File: src/source/loopFilter_defines.svh
`ifndef LOOPFILTER_DEFINES_SVH
`define LOOPFILTER_DEFINES_SVH

// Phase detector error
`define ERROR_WIDTH 12

// Gain exponent code, one entry per shift in the gain table
`define GAIN_WIDTH 5

// Integrator limits and sweep rate
`define LIMIT_WIDTH 32

// Integrator and NCO frequency word, 8 fraction bits below the limits
`define ACCUM_WIDTH 40

`endif
File: src/source/loopFilterPkg.sv
`include "loopFilter_defines.svh"

package loopFilterPkg;

    // Frequency sweep while the carrier is not in sync
    typedef enum logic [1:0] {
        sweepOff  = 2'd0,
        sweepUp   = 2'd1,
        sweepDown = 2'd2
    } sweepStateT;

    // Static loop configuration
    typedef struct packed {
        logic [`GAIN_WIDTH-1:0]         lagExp;
        logic [`GAIN_WIDTH-1:0]         leadExp;
        logic [1:0]                     acqTrackControl;
        logic signed [`LIMIT_WIDTH-1:0] upperLimit;
        logic signed [`LIMIT_WIDTH-1:0] lowerLimit;
        logic                           sweepEnable;
        logic [`LIMIT_WIDTH-1:0]        sweepRateMag;
    } loopConfigT;

    // Which integrator limit the last update ran into
    typedef struct packed {
        logic hitUpper;
        logic hitLower;
    } limitFlagsT;

endpackage

File: src/source/errorScaler.sv
`timescale 1ns/100ps
`include "loopFilter_defines.svh"

module errorScaler (
    input  logic [`ERROR_WIDTH-1:0] error,
    input  logic [`GAIN_WIDTH-1:0]  gain,
    output logic [`ACCUM_WIDTH-1:0] scaled
);

    // Gain code at which the error passes through unshifted
    localparam int unityGain = 3;

    logic signed [`ACCUM_WIDTH-1:0] extended;

    assign extended = {{(`ACCUM_WIDTH - `ERROR_WIDTH){error[`ERROR_WIDTH-1]}}, error};

    // Gain table
    //   0       zero
    //   1, 2    shift right, low bits truncated
    //   3..31   shift left by gain - 3, code 31 fills the word
    always_comb begin
        if (gain == '0) begin
            scaled = '0;
        end else if (gain < unityGain) begin
            scaled = extended >>> (unityGain - gain);
        end else begin
            scaled = extended << (gain - unityGain);
        end
    end

endmodule

File: src/source/frequencyCombiner.sv
`timescale 1ns/100ps
`include "loopFilter_defines.svh"

module frequencyCombiner (
    input  logic                    clk,
    input  logic                    reset,
    input  logic                    errorValid,
    input  logic [`ACCUM_WIDTH-1:0] leadError,
    input  logic [`ACCUM_WIDTH-1:0] lagAccum,
    output logic [`ACCUM_WIDTH-1:0] freq,
    output logic                    freqValid
);

    logic [`ACCUM_WIDTH-1:0] leadHold;
    logic                    strobeDelay;

    // Lead term is captured alongside the integrator update
    always_ff @(posedge clk) begin
        if (errorValid) begin
            leadHold <= leadError;
        end
    end

    // One cycle later the integrator holds its new value
    always_ff @(posedge clk or posedge reset) begin
        if (reset) begin
            strobeDelay <= 1'b0;
            freqValid   <= 1'b0;
            freq        <= '0;
        end else begin
            strobeDelay <= errorValid;
            freqValid   <= strobeDelay;
            if (strobeDelay) begin
                freq <= leadHold + lagAccum;
            end
        end
    end

endmodule

File: src/source/lagIntegrator.sv
`timescale 1ns/100ps
`include "loopFilter_defines.svh"

module lagIntegrator import loopFilterPkg::*; (
    input  logic                            clk,
    input  logic                            reset,
    input  logic                            errorValid,
    input  logic                            clearAccum,
    input  logic [`ACCUM_WIDTH-1:0]         lagError,
    input  logic signed [`LIMIT_WIDTH-1:0]  sweepOffset,
    input  loopConfigT                      loopConfig,
    output logic [`ACCUM_WIDTH-1:0]         lagAccum,
    output limitFlagsT                      limitFlags
);

    // Fraction bits below the limit-sized integer part
    localparam int fracBits = `ACCUM_WIDTH - `LIMIT_WIDTH;

    // Sum and limits carry one guard bit so the compare never wraps
    logic signed [`ACCUM_WIDTH:0]   sum;
    logic signed [`LIMIT_WIDTH:0]   sumTop;
    logic signed [`LIMIT_WIDTH:0]   upperExt;
    logic signed [`LIMIT_WIDTH:0]   lowerExt;
    logic                           limitsInverted;
    logic [`ACCUM_WIDTH-1:0]        accumNext;
    limitFlagsT                     flagsNext;

    assign sum = $signed({lagAccum[`ACCUM_WIDTH-1], lagAccum})
               + $signed({lagError[`ACCUM_WIDTH-1], lagError})
               + $signed({{(fracBits + 1){sweepOffset[`LIMIT_WIDTH-1]}}, sweepOffset});

    assign sumTop = sum[`ACCUM_WIDTH:fracBits];
    assign upperExt = {loopConfig.upperLimit[`LIMIT_WIDTH-1], loopConfig.upperLimit};
    assign lowerExt = {loopConfig.lowerLimit[`LIMIT_WIDTH-1], loopConfig.lowerLimit};
    assign limitsInverted = upperExt < lowerExt;

    always_comb begin
        if (limitsInverted) begin
            // No usable range, hold the integrator where it is
            accumNext          = lagAccum;
            flagsNext.hitUpper = 1'b0;
            flagsNext.hitLower = 1'b0;
        end else if (sumTop >= upperExt) begin
            accumNext          = {loopConfig.upperLimit, {fracBits{1'b0}}};
            flagsNext.hitUpper = 1'b1;
            flagsNext.hitLower = 1'b0;
        end else if (sumTop <= lowerExt) begin
            // Fraction filled with ones, just above the true lower bound
            accumNext          = {loopConfig.lowerLimit, {fracBits{1'b1}}};
            flagsNext.hitUpper = 1'b0;
            flagsNext.hitLower = 1'b1;
        end else begin
            accumNext          = sum[`ACCUM_WIDTH-1:0];
            flagsNext.hitUpper = 1'b0;
            flagsNext.hitLower = 1'b0;
        end
    end

    always_ff @(posedge clk or posedge reset) begin
        if (reset) begin
            lagAccum   <= '0;
            limitFlags <= '0;
        end else if (clearAccum) begin
            lagAccum <= '0;
        end else if (errorValid) begin
            lagAccum   <= accumNext;
            limitFlags <= flagsNext;
        end
    end

endmodule

File: src/source/loopControl.sv
`timescale 1ns/100ps
`include "loopFilter_defines.svh"

module loopControl import loopFilterPkg::*; (
    input  logic                            clk,
    input  logic                            reset,
    input  logic                            errorValid,
    input  logic                            track,
    input  logic                            carrierInSync,
    input  loopConfigT                      loopConfig,
    input  limitFlagsT                      limitFlags,
    output logic [`GAIN_WIDTH-1:0]          lagGain,
    output logic [`GAIN_WIDTH-1:0]          leadGain,
    output logic signed [`LIMIT_WIDTH-1:0]  sweepOffset,
    output sweepStateT                      sweepState
);

    localparam logic [`GAIN_WIDTH-1:0] minGain = 1;

    // One extra bit so a reduction past zero shows up as a negative value
    logic signed [`GAIN_WIDTH:0]    lagCandidate;
    logic signed [`GAIN_WIDTH:0]    leadCandidate;
    logic [`GAIN_WIDTH-1:0]         lagNext;
    logic [`GAIN_WIDTH-1:0]         leadNext;
    logic signed [`LIMIT_WIDTH-1:0] posRate;
    logic signed [`LIMIT_WIDTH-1:0] negRate;
    logic                           sweepingUp;

    // Lag term goes with the square of the loop width, so it drops by twice the code
    assign lagCandidate = $signed({1'b0, loopConfig.lagExp})
                        - $signed({3'b000, loopConfig.acqTrackControl, 1'b0});
    assign leadCandidate = $signed({1'b0, loopConfig.leadExp})
                         - $signed({4'b0000, loopConfig.acqTrackControl});

    always_comb begin
        if (!track) begin
            lagNext  = loopConfig.lagExp;
            leadNext = loopConfig.leadExp;
        end else begin
            lagNext  = (lagCandidate < 1) ? minGain : lagCandidate[`GAIN_WIDTH-1:0];
            leadNext = (leadCandidate < 1) ? minGain : leadCandidate[`GAIN_WIDTH-1:0];
        end
    end

    // Gains follow configuration every clock
    always_ff @(posedge clk or posedge reset) begin
        if (reset) begin
            lagGain  <= '0;
            leadGain <= '0;
        end else begin
            lagGain  <= lagNext;
            leadGain <= leadNext;
        end
    end

    assign posRate = $signed(loopConfig.sweepRateMag);
    assign negRate = -$signed(loopConfig.sweepRateMag);

    // Sweep steps once per error
    always_ff @(posedge clk or posedge reset) begin
        if (reset) begin
            sweepState  <= sweepOff;
            sweepOffset <= '0;
            sweepingUp  <= 1'b1;
        end else if (errorValid) begin
            if (!loopConfig.sweepEnable) begin
                sweepState  <= sweepOff;
                sweepOffset <= '0;
                sweepingUp  <= 1'b1;
            end else begin
                case (sweepState)
                    sweepOff: begin
                        if (carrierInSync) begin
                            sweepOffset <= '0;
                        end else if (sweepingUp) begin
                            sweepState  <= sweepUp;
                            sweepOffset <= posRate;
                        end else begin
                            sweepState  <= sweepDown;
                            sweepOffset <= negRate;
                        end
                    end
                    sweepUp: begin
                        if (carrierInSync) begin
                            sweepState  <= sweepOff;
                            sweepOffset <= '0;
                            sweepingUp  <= 1'b1;
                        end else if (limitFlags.hitUpper) begin
                            sweepState  <= sweepDown;
                            sweepOffset <= negRate;
                        end else begin
                            sweepOffset <= posRate;
                        end
                    end
                    sweepDown: begin
                        if (carrierInSync) begin
                            sweepState  <= sweepOff;
                            sweepOffset <= '0;
                            sweepingUp  <= 1'b0;
                        end else if (limitFlags.hitLower) begin
                            sweepState  <= sweepUp;
                            sweepOffset <= posRate;
                        end else begin
                            sweepOffset <= negRate;
                        end
                    end
                    default: begin
                        sweepState  <= sweepOff;
                        sweepOffset <= '0;
                        sweepingUp  <= 1'b1;
                    end
                endcase
            end
        end
    end

endmodule

File: src/source/loopFilter.sv
`timescale 1ns/100ps
`include "loopFilter_defines.svh"

module loopFilter import loopFilterPkg::*; (
    input  logic                    clk,
    input  logic                    reset,
    input  logic                    errorValid,
    input  logic [`ERROR_WIDTH-1:0] error,
    input  logic                    track,
    input  logic                    carrierInSync,
    input  logic                    clearAccum,
    input  loopConfigT              loopConfig,
    output logic [`ACCUM_WIDTH-1:0] freq,
    output logic                    freqValid,
    output logic [`ACCUM_WIDTH-1:0] lagAccum,
    output limitFlagsT              limitFlags,
    output sweepStateT              sweepState
);

    logic [`GAIN_WIDTH-1:0]         lagGain;
    logic [`GAIN_WIDTH-1:0]         leadGain;
    logic signed [`LIMIT_WIDTH-1:0] sweepOffset;
    logic [`ACCUM_WIDTH-1:0]        leadError;
    logic [`ACCUM_WIDTH-1:0]        lagError;

    loopControl control (
        .clk           (clk),
        .reset         (reset),
        .errorValid    (errorValid),
        .track         (track),
        .carrierInSync (carrierInSync),
        .loopConfig    (loopConfig),
        .limitFlags    (limitFlags),
        .lagGain       (lagGain),
        .leadGain      (leadGain),
        .sweepOffset   (sweepOffset),
        .sweepState    (sweepState)
    );

    // Proportional path
    errorScaler leadScaler (
        .error  (error),
        .gain   (leadGain),
        .scaled (leadError)
    );

    // Integral path
    errorScaler lagScaler (
        .error  (error),
        .gain   (lagGain),
        .scaled (lagError)
    );

    lagIntegrator integrator (
        .clk         (clk),
        .reset       (reset),
        .errorValid  (errorValid),
        .clearAccum  (clearAccum),
        .lagError    (lagError),
        .sweepOffset (sweepOffset),
        .loopConfig  (loopConfig),
        .lagAccum    (lagAccum),
        .limitFlags  (limitFlags)
    );

    frequencyCombiner combiner (
        .clk        (clk),
        .reset      (reset),
        .errorValid (errorValid),
        .leadError  (leadError),
        .lagAccum   (lagAccum),
        .freq       (freq),
        .freqValid  (freqValid)
    );

endmodule

File: config.mk
export PLATFORM = sky130hd
export DESIGN_NAME = loopFilter
export DESIGN_NICKNAME = d
export VERILOG_FILES = /design/src/source/loopFilterPkg.sv /design/src/source/errorScaler.sv /design/src/source/frequencyCombiner.sv /design/src/source/lagIntegrator.sv /design/src/source/loopControl.sv /design/src/source/loopFilter.sv
export VERILOG_INCLUDE_DIRS = /design/src /design/src/source
export SDC_FILE = /design/constraint.sdc
export NUM_CORES = 1
export LEC_CHECK = 0
export BUFFER_PORTS_ARGS = -buffer_cell sky130_fd_sc_hd__buf_2
export CORE_ASPECT_RATIO = 1.4
export CORE_MARGIN = 2
export CORE_UTILIZATION = 35
export CTS_CLUSTER_SIZE = 8
export DETAILED_ROUTE_END_ITERATION = 16
export PLACE_DENSITY = 0.56
export SLEW_MARGIN = 5
export SYNTH_ARGS = -nofsm -noshare
export SYNTH_HDL_FRONTEND = slang
export SYNTH_SLANG_ARGS = --single-unit
export TNS_END_PERCENT = 100
File: constraint.sdc
create_clock -name clk -period 8.86 [get_ports clk]
set_clock_uncertainty 0.1 [all_clocks]
set_input_delay 0.443 -clock clk [delete_from_list [all_inputs] [get_ports clk]]
set_output_delay 0.443 -clock clk [all_outputs]
set_load 0.01 [all_outputs]
==> impl_results.md, run 1 <==
* Outcome: complete, no violations
* # Post-CTS Setup Buffers at 0
* Leak pwr at 9.93 nW
* Power Density at 382 nW/um^2
* DP Worst Slack at 474 ps
* Post-synth top area share at 0.171
* # DRC at 0
* Share of cells above drive strength 1 at 0.142
* Crit Path Class: reg -> reg
* Critical Path Source Type: flop
* Peak supply drop at 0.000196 V
* Top post-synthesis cells by area: dfrtp_1 (17%), ha_1 (13%), a21oi_1 (6.6%)
* Crit path DAT at 8690 ps
* Final nets at 2863
* CP most frequent cell: ha_1
* IO Count at 212
* Max frequency at 119 MHz
* Die area at 55300 sq um
* Cell area after layout at 21200 sq um
* Vias in the first global route at 18451
* GPL Wtd Cong at 0.939
* Crit end category: flop
* Largest net degree at the start of global routing at 66
* Global route overflow at 0
* Die Ht at 277 microns
* Routed WL at 72700 microns
* Fillers at 5488
* Final period utilization at 0.945
* Die width at 199 microns
* Worst Tran Pin Value at 1190 ps
* Final setup viols at 0
* Commonest cells in the synthesized netlist: a21oi_1 (248), nand2_1 (208), ha_1 (190), inv_1 (189), nor2_1 (186)
* Synth warn at 0
* Setup slack after layout at 487 ps
* FF/Latch Area at 4430 sq um
* Clk slew on worst S/H paths at 80 ps
* Post-synth EDFFs at 40
* Cells after Synth at 2335
* Layout Cells excl Fill at 3230
* Core Region at 52900 sq um
* Cell with the most instances after synthesis: a21oi_1
* Initial antenna violation count at 0
* Worst Path Required at 9170 ps
* Via/cell ratio at 5.74
* Placed inst area at 20600 sq um
* Clk buf depth at 2
* Slowest-stage cell, CP: o311ai_0
* Post-route ant nets at 0
* Crit path largest cell delay at 950 ps
* Sequential fraction of the synthesis area at 0.237
* Hold slack at 87.2 ps
* Syn avg cell area at 8.00 sq um
* Fin util at 0.400
* TritonCTS clock tree: done
* Syn_nets at 2696
* CTS buffer count at 17
* Min-delay worst type: in -> reg
* Ys async rst share at 0.763
* IO Port Bufs at 211
* Prevailing post-synth register cell: dfrtp_1
* Area growth syn-to-layout at 13.2%
* Final Hold Viols at 0
* Register bit count reported by yosys at 169
* Slew headroom at 0.201
* CP max FO at 30
* Area leader, netlist: dfrtp_1
* Max Cap Viol at 0
* H-Tree Depth at 4
* Post-Syn Area at 18700 sq um
* Pre-Repair DR Iteration Count at 6
* DRT iter0 DRCs at 1392
* Wire per inst at 22.5 microns
* Initial Util at 0.353
* First-pass GRT wire length at 110000 microns
* Via count at 18549
* RSZ-0062 raised after global routing: no
* Total Routing Usage GR at 0.263
* Clk root buf: clkbuf_16
* Distinct cells, synth at 93
* Rows at 100
* Clk Latency, worst-skew pair at 490 ps
* Area of the multi-input gates at 13100 sq um
* Total power at 8.08 mW
* Aggregate negative setup slack at 0 ps
* Final Slew Violations at 0
* Post-detail-place hpwl at 59400 microns
* Min Tclk post-route at 8370 ps
* Clock sink total at 169
* Post-Place Cells at 3196
[flip-flops by register name, summed over array words and instances (netlist names)]
name / flops
integrator.lagAccum: 40
control.sweepState: 2
combiner.freq: 40
control.lagGain: 5
integrator.limitFlags: 2
control.sweepOffset: 32
combiner.leadHold: 40
control.leadGain: 5
combiner.strobeDelay: 1
combiner.freqValid: 1
control.sweepingUp: 1
[report_power, final]
group / total, mW / switching [mW] / internal [mW] / leakage (nW)
Sequential: 1.47 / 0.421 / 1.05 / 2.08
Combinational: 5.86 / 3.61 / 2.24 / 7.58
Clock: 0.753 / 0.366 / 0.387 / 0.273
Total: 8.08 / 4.40 / 3.68 / 9.93
[logic make-up (layout without fill, tap and decap cells)]
| group | after synthesis | after routing | synth area share |
|---|---|---|---|
| xor gates and xnor gates | 75 | 75 | 0.0352 |
| DFF | 169 | 169 | 0.237 |
| muxes | 71 | 71 | 0.0427 |
| and+or+nand+nor | 679 | 679 | 0.174 |
| adders and majority gates | 235 | 235 | 0.175 |
| AOI/OAI and AO/OA | 807 | 807 | 0.276 |
| buffers and inverters | 299 | 479 | 0.0605 |
| other | 0 | 1 | 0 |
[layout make-up]
cell class | count | area share
Antenna cell | 1 | 0.000118
Tap cell | 714 | 0.0422
Inverter | 191 | 0.0341
Clock buffer | 21 | 0.0223
Timing Repair Buffer | 256 | 0.0666
Sequential cell | 169 | 0.209
Multi-Input combinational cell | 1867 | 0.621
Clock inverter | 11 | 0.00402
[final timing paths]
kind                                                    start                                  end  slack (ps)  cells after the start
worst min register to register  combiner.freq[37]$_DFFE_PP0P_        combiner.freq[37]$_DFFE_PP0P_         380                      2
max in group asynchronous                               reset  integrator.lagAccum[19]$_DFFE_PP0P_        6780                      4
worst max register to register   control.lagGain[2]$_DFF_PP0_  integrator.lagAccum[26]$_DFFE_PP0P_         490                     27
min in group asynchronous                               reset         combiner.freq[6]$_DFFE_PP0P_         470                      3
worst min-delay path                          loopConfig[104]         control.lagGain[0]$_DFF_PP0_          90                      2
worst max-delay path             control.lagGain[2]$_DFF_PP0_  integrator.lagAccum[26]$_DFFE_PP0P_         490                     27
[timing repair]
action | 4_1_cts | 5_1_grt
endpoints found under the hold margin | 23 | 0
hold buffers | 1 | 0
setup endpoints to repair | 0 | 1
resized for setup | 0 | 1
[layer usage]
layer,part of all wire,global-route usage
met4,0.057,0.139
met5,0,0
met3,0.047,0.0297
met2,0.49,0.457
met1,0.40,0.316
[critical path: cells and delay by family, from the launching register on]
| kind | cells | cell delay, ps |
|---|---|---|
| buf+inv | 3 | 660 |
| simple gates | 8 | 2280 |
| compound gates | 11 | 2980 |
| fa+ha+maj | 5 | 1720 |
| flops | 1 | 540 |
[cell usage in the layout (no fill, tap or decap), types with 17 or more instances in the layout]
cell	netlist	layout
a211oi_1	28	28
dfrtp_1	128	128
and3_1	17	17
nand2b_1	28	28
o211ai_1	32	32
edfxtp_1	40	40
or3_1	19	19
inv_1	189	188
nor2b_1	27	27
nand3_1	52	52
clkbuf_16	0	18
buf_4	0	43
a31oi_1	32	32
nand4_1	25	25
o21ai_0	143	142
a22oi_1	22	22
xor2_1	18	18
nand2_1	208	207
buf_2	6	211
nor2_1	186	186
mux2_2	30	30
xnor2_1	57	57
mux2i_1	37	37
fa_1	44	44
o21bai_1	19	19
ha_1	190	190
nor3_1	52	51
o21ai_1	36	36
o22ai_1	40	40
a21oi_1	248	248
a21o_1	54	54
(Power assumes the default switching activity.)
==> run 2: changes to the inputs <==
CORE_MARGIN = 5   (was 2)
HOLD_SLACK_MARGIN = 0.1   (was not set)
==> run 2 against run 1 <==
Effect of this change: wire length rose by 2.8%; clock power rose by 7.4%; sequential power barely moved; largest cell class unchanged; largest power group unchanged.
==> impl_results.md, run 2 (same netlist as run 1, synthesis figures left out) <==
* Outcome: complete, no violations
* Antenna fix cells at 0
* Initial Util at 0.352
* GPL Wtd Cong at 0.955
* Post-detail-place hpwl at 60600 microns
* # Post-CTS Setup Buffers at 0
* Final setup viols at 0
* Area growth syn-to-layout at 14.1%
* Rows at 100
* Crit path DAT at 8870 ps
* Die Ht at 283 microns
* Post-Place Cells at 3208
* Max Cap Viol at 0
* Fin util at 0.402
* CTS Hold Bufs at 4
* Commonest non-fill, non-tap cell in the layout: a21oi_1
* Aggregate negative setup slack at 0 ps
* First-pass GRT wire length at 112000 microns
* Die width at 205 microns
* Vias in the first global route at 18510
* Clk slew on worst S/H paths at 70 ps
* Top delay family on crit path: compound AO/OA/AOI/OAI gates
* Max frequency at 117 MHz
* Power Density at 389 nW/um^2
* Wire per inst at 23.0 microns
* Clk Latency, worst-skew pair at 480 ps
* TritonCTS clock tree: done
* Critical Path Source Type: flop
* H-Tree Depth at 4
* Initial antenna violation count at 0
* Clk buf depth at 2
* Global route overflow at 0
* Final Hold Viols at 0
* Peak supply drop at 0.000340 V
* Crit end category: flop
* Clk root buf: clkbuf_16
* Post-route ant nets at 0
* Slew headroom at 0.199
* Core Region at 53100 sq um
* Routed WL at 74700 microns
* Min Tclk post-route at 8570 ps
* Crit Path Class: reg -> reg
* Final period utilization at 0.967
* CP max FO at 22
* Leak pwr at 10.0 nW
* Cell area after layout at 21300 sq um
* Number of buffer and inverter stages on the critical path at 3
* Cts repair resizes at 0
* # DRC at 0
* Largest net degree at the start of global routing at 79
* Final nets at 2878
* IO Port Bufs at 211
* Worst Tran Pin Value at 1190 ps
* Placed inst area at 20700 sq um
* Share of cells above drive strength 1 at 0.146
* Via count at 18941
* Most frequent cells in the layout: a21oi_1 (248), buf_2 (211), nand2_1 (207)
* Crit path largest cell delay at 990 ps
* Slowest-stage cell, CP: o311ai_0
* Hold slack at 130 ps
* Layout Cells excl Fill at 3244
* Min-delay worst type: in -> reg
* DRT iter0 DRCs at 1540
* Pre-Repair DR Iteration Count at 8
* Total Routing Usage GR at 0.250
* Clock sink total at 169
* Final Slew Violations at 0
* Die area at 58200 sq um
* Via/cell ratio at 5.84
* RSZ-0062 raised after global routing: no
* Worst Path Required at 9160 ps
* Largest regs: combiner.freq x40, combiner.leadHold x40, integrator.lagAccum x40
* IO Count at 212
* CTS buffer count at 17
run 2: path summary, 6_finish.rpt:
check                                         startpoint                             endpoint  slack, ps  cells past startpoint
setup / recovery            control.lagGain[0]$_DFF_PP0_  integrator.lagAccum[34]$_DFFE_PP0P_        290                     28
hold / removal                           loopConfig[101]        control.leadGain[2]$_DFF_PP0_        130                      3
setup reg to reg            control.lagGain[0]$_DFF_PP0_  integrator.lagAccum[34]$_DFFE_PP0P_        290                     28
hold reg to reg            combiner.freq[37]$_DFFE_PP0P_        combiner.freq[37]$_DFFE_PP0P_        380                      2
max in group asynchronous                          reset  integrator.lagAccum[38]$_DFFE_PP0P_       6740                      4
min in group asynchronous                          reset        combiner.freq[10]$_DFFE_PP0P_        580                      3
run 2: power by group:
group	leakage, nW	switching (mW)	internal [mW]	total [mW]
Combinational	7.65	3.70	2.32	6.02
Clock	0.296	0.369	0.440	0.809
Sequential	2.08	0.422	1.05	1.47
Total	10.0	4.49	3.81	8.30
run 2: layout make-up:
class | instances | area, sq um
fill | 5473 | 31700
clock buffer | 19 | 454
tap | 714 | 893
sequential | 169 | 4430
clock inverter | 13 | 154
inverter | 191 | 722
timing repair buffer | 271 | 1530
multi-input combinational | 1867 | 13100
run 2: tightest hold or removal path: stages:
cell and delay, ps:
buf_2 120, nand2_1 50, o21ai_0 60
run 2: through the flow:
step	worst slack (ps)	total power, mW
2_1_floorplan	1160	5.26
3_3_place_gp	440	7.31
3_5_place_dp	468	7.40
4_1_cts	409	8.25
5_1_grt	8.51	8.93
6_report	291	8.30
run 2: per-layer routing:
| metal | part of all wire | GRT usage | vias to the layer above |
|---|---|---|---|
| met5 | 0 | 0 | - |
| met4 | 0.058 | 0.129 | 0 |
| met3 | 0.053 | 0.0371 | 161 |
| met2 | 0.49 | 0.425 | 673 |
| met1 | 0.40 | 0.305 | 9198 |
| li1 | - | - | 8909 |
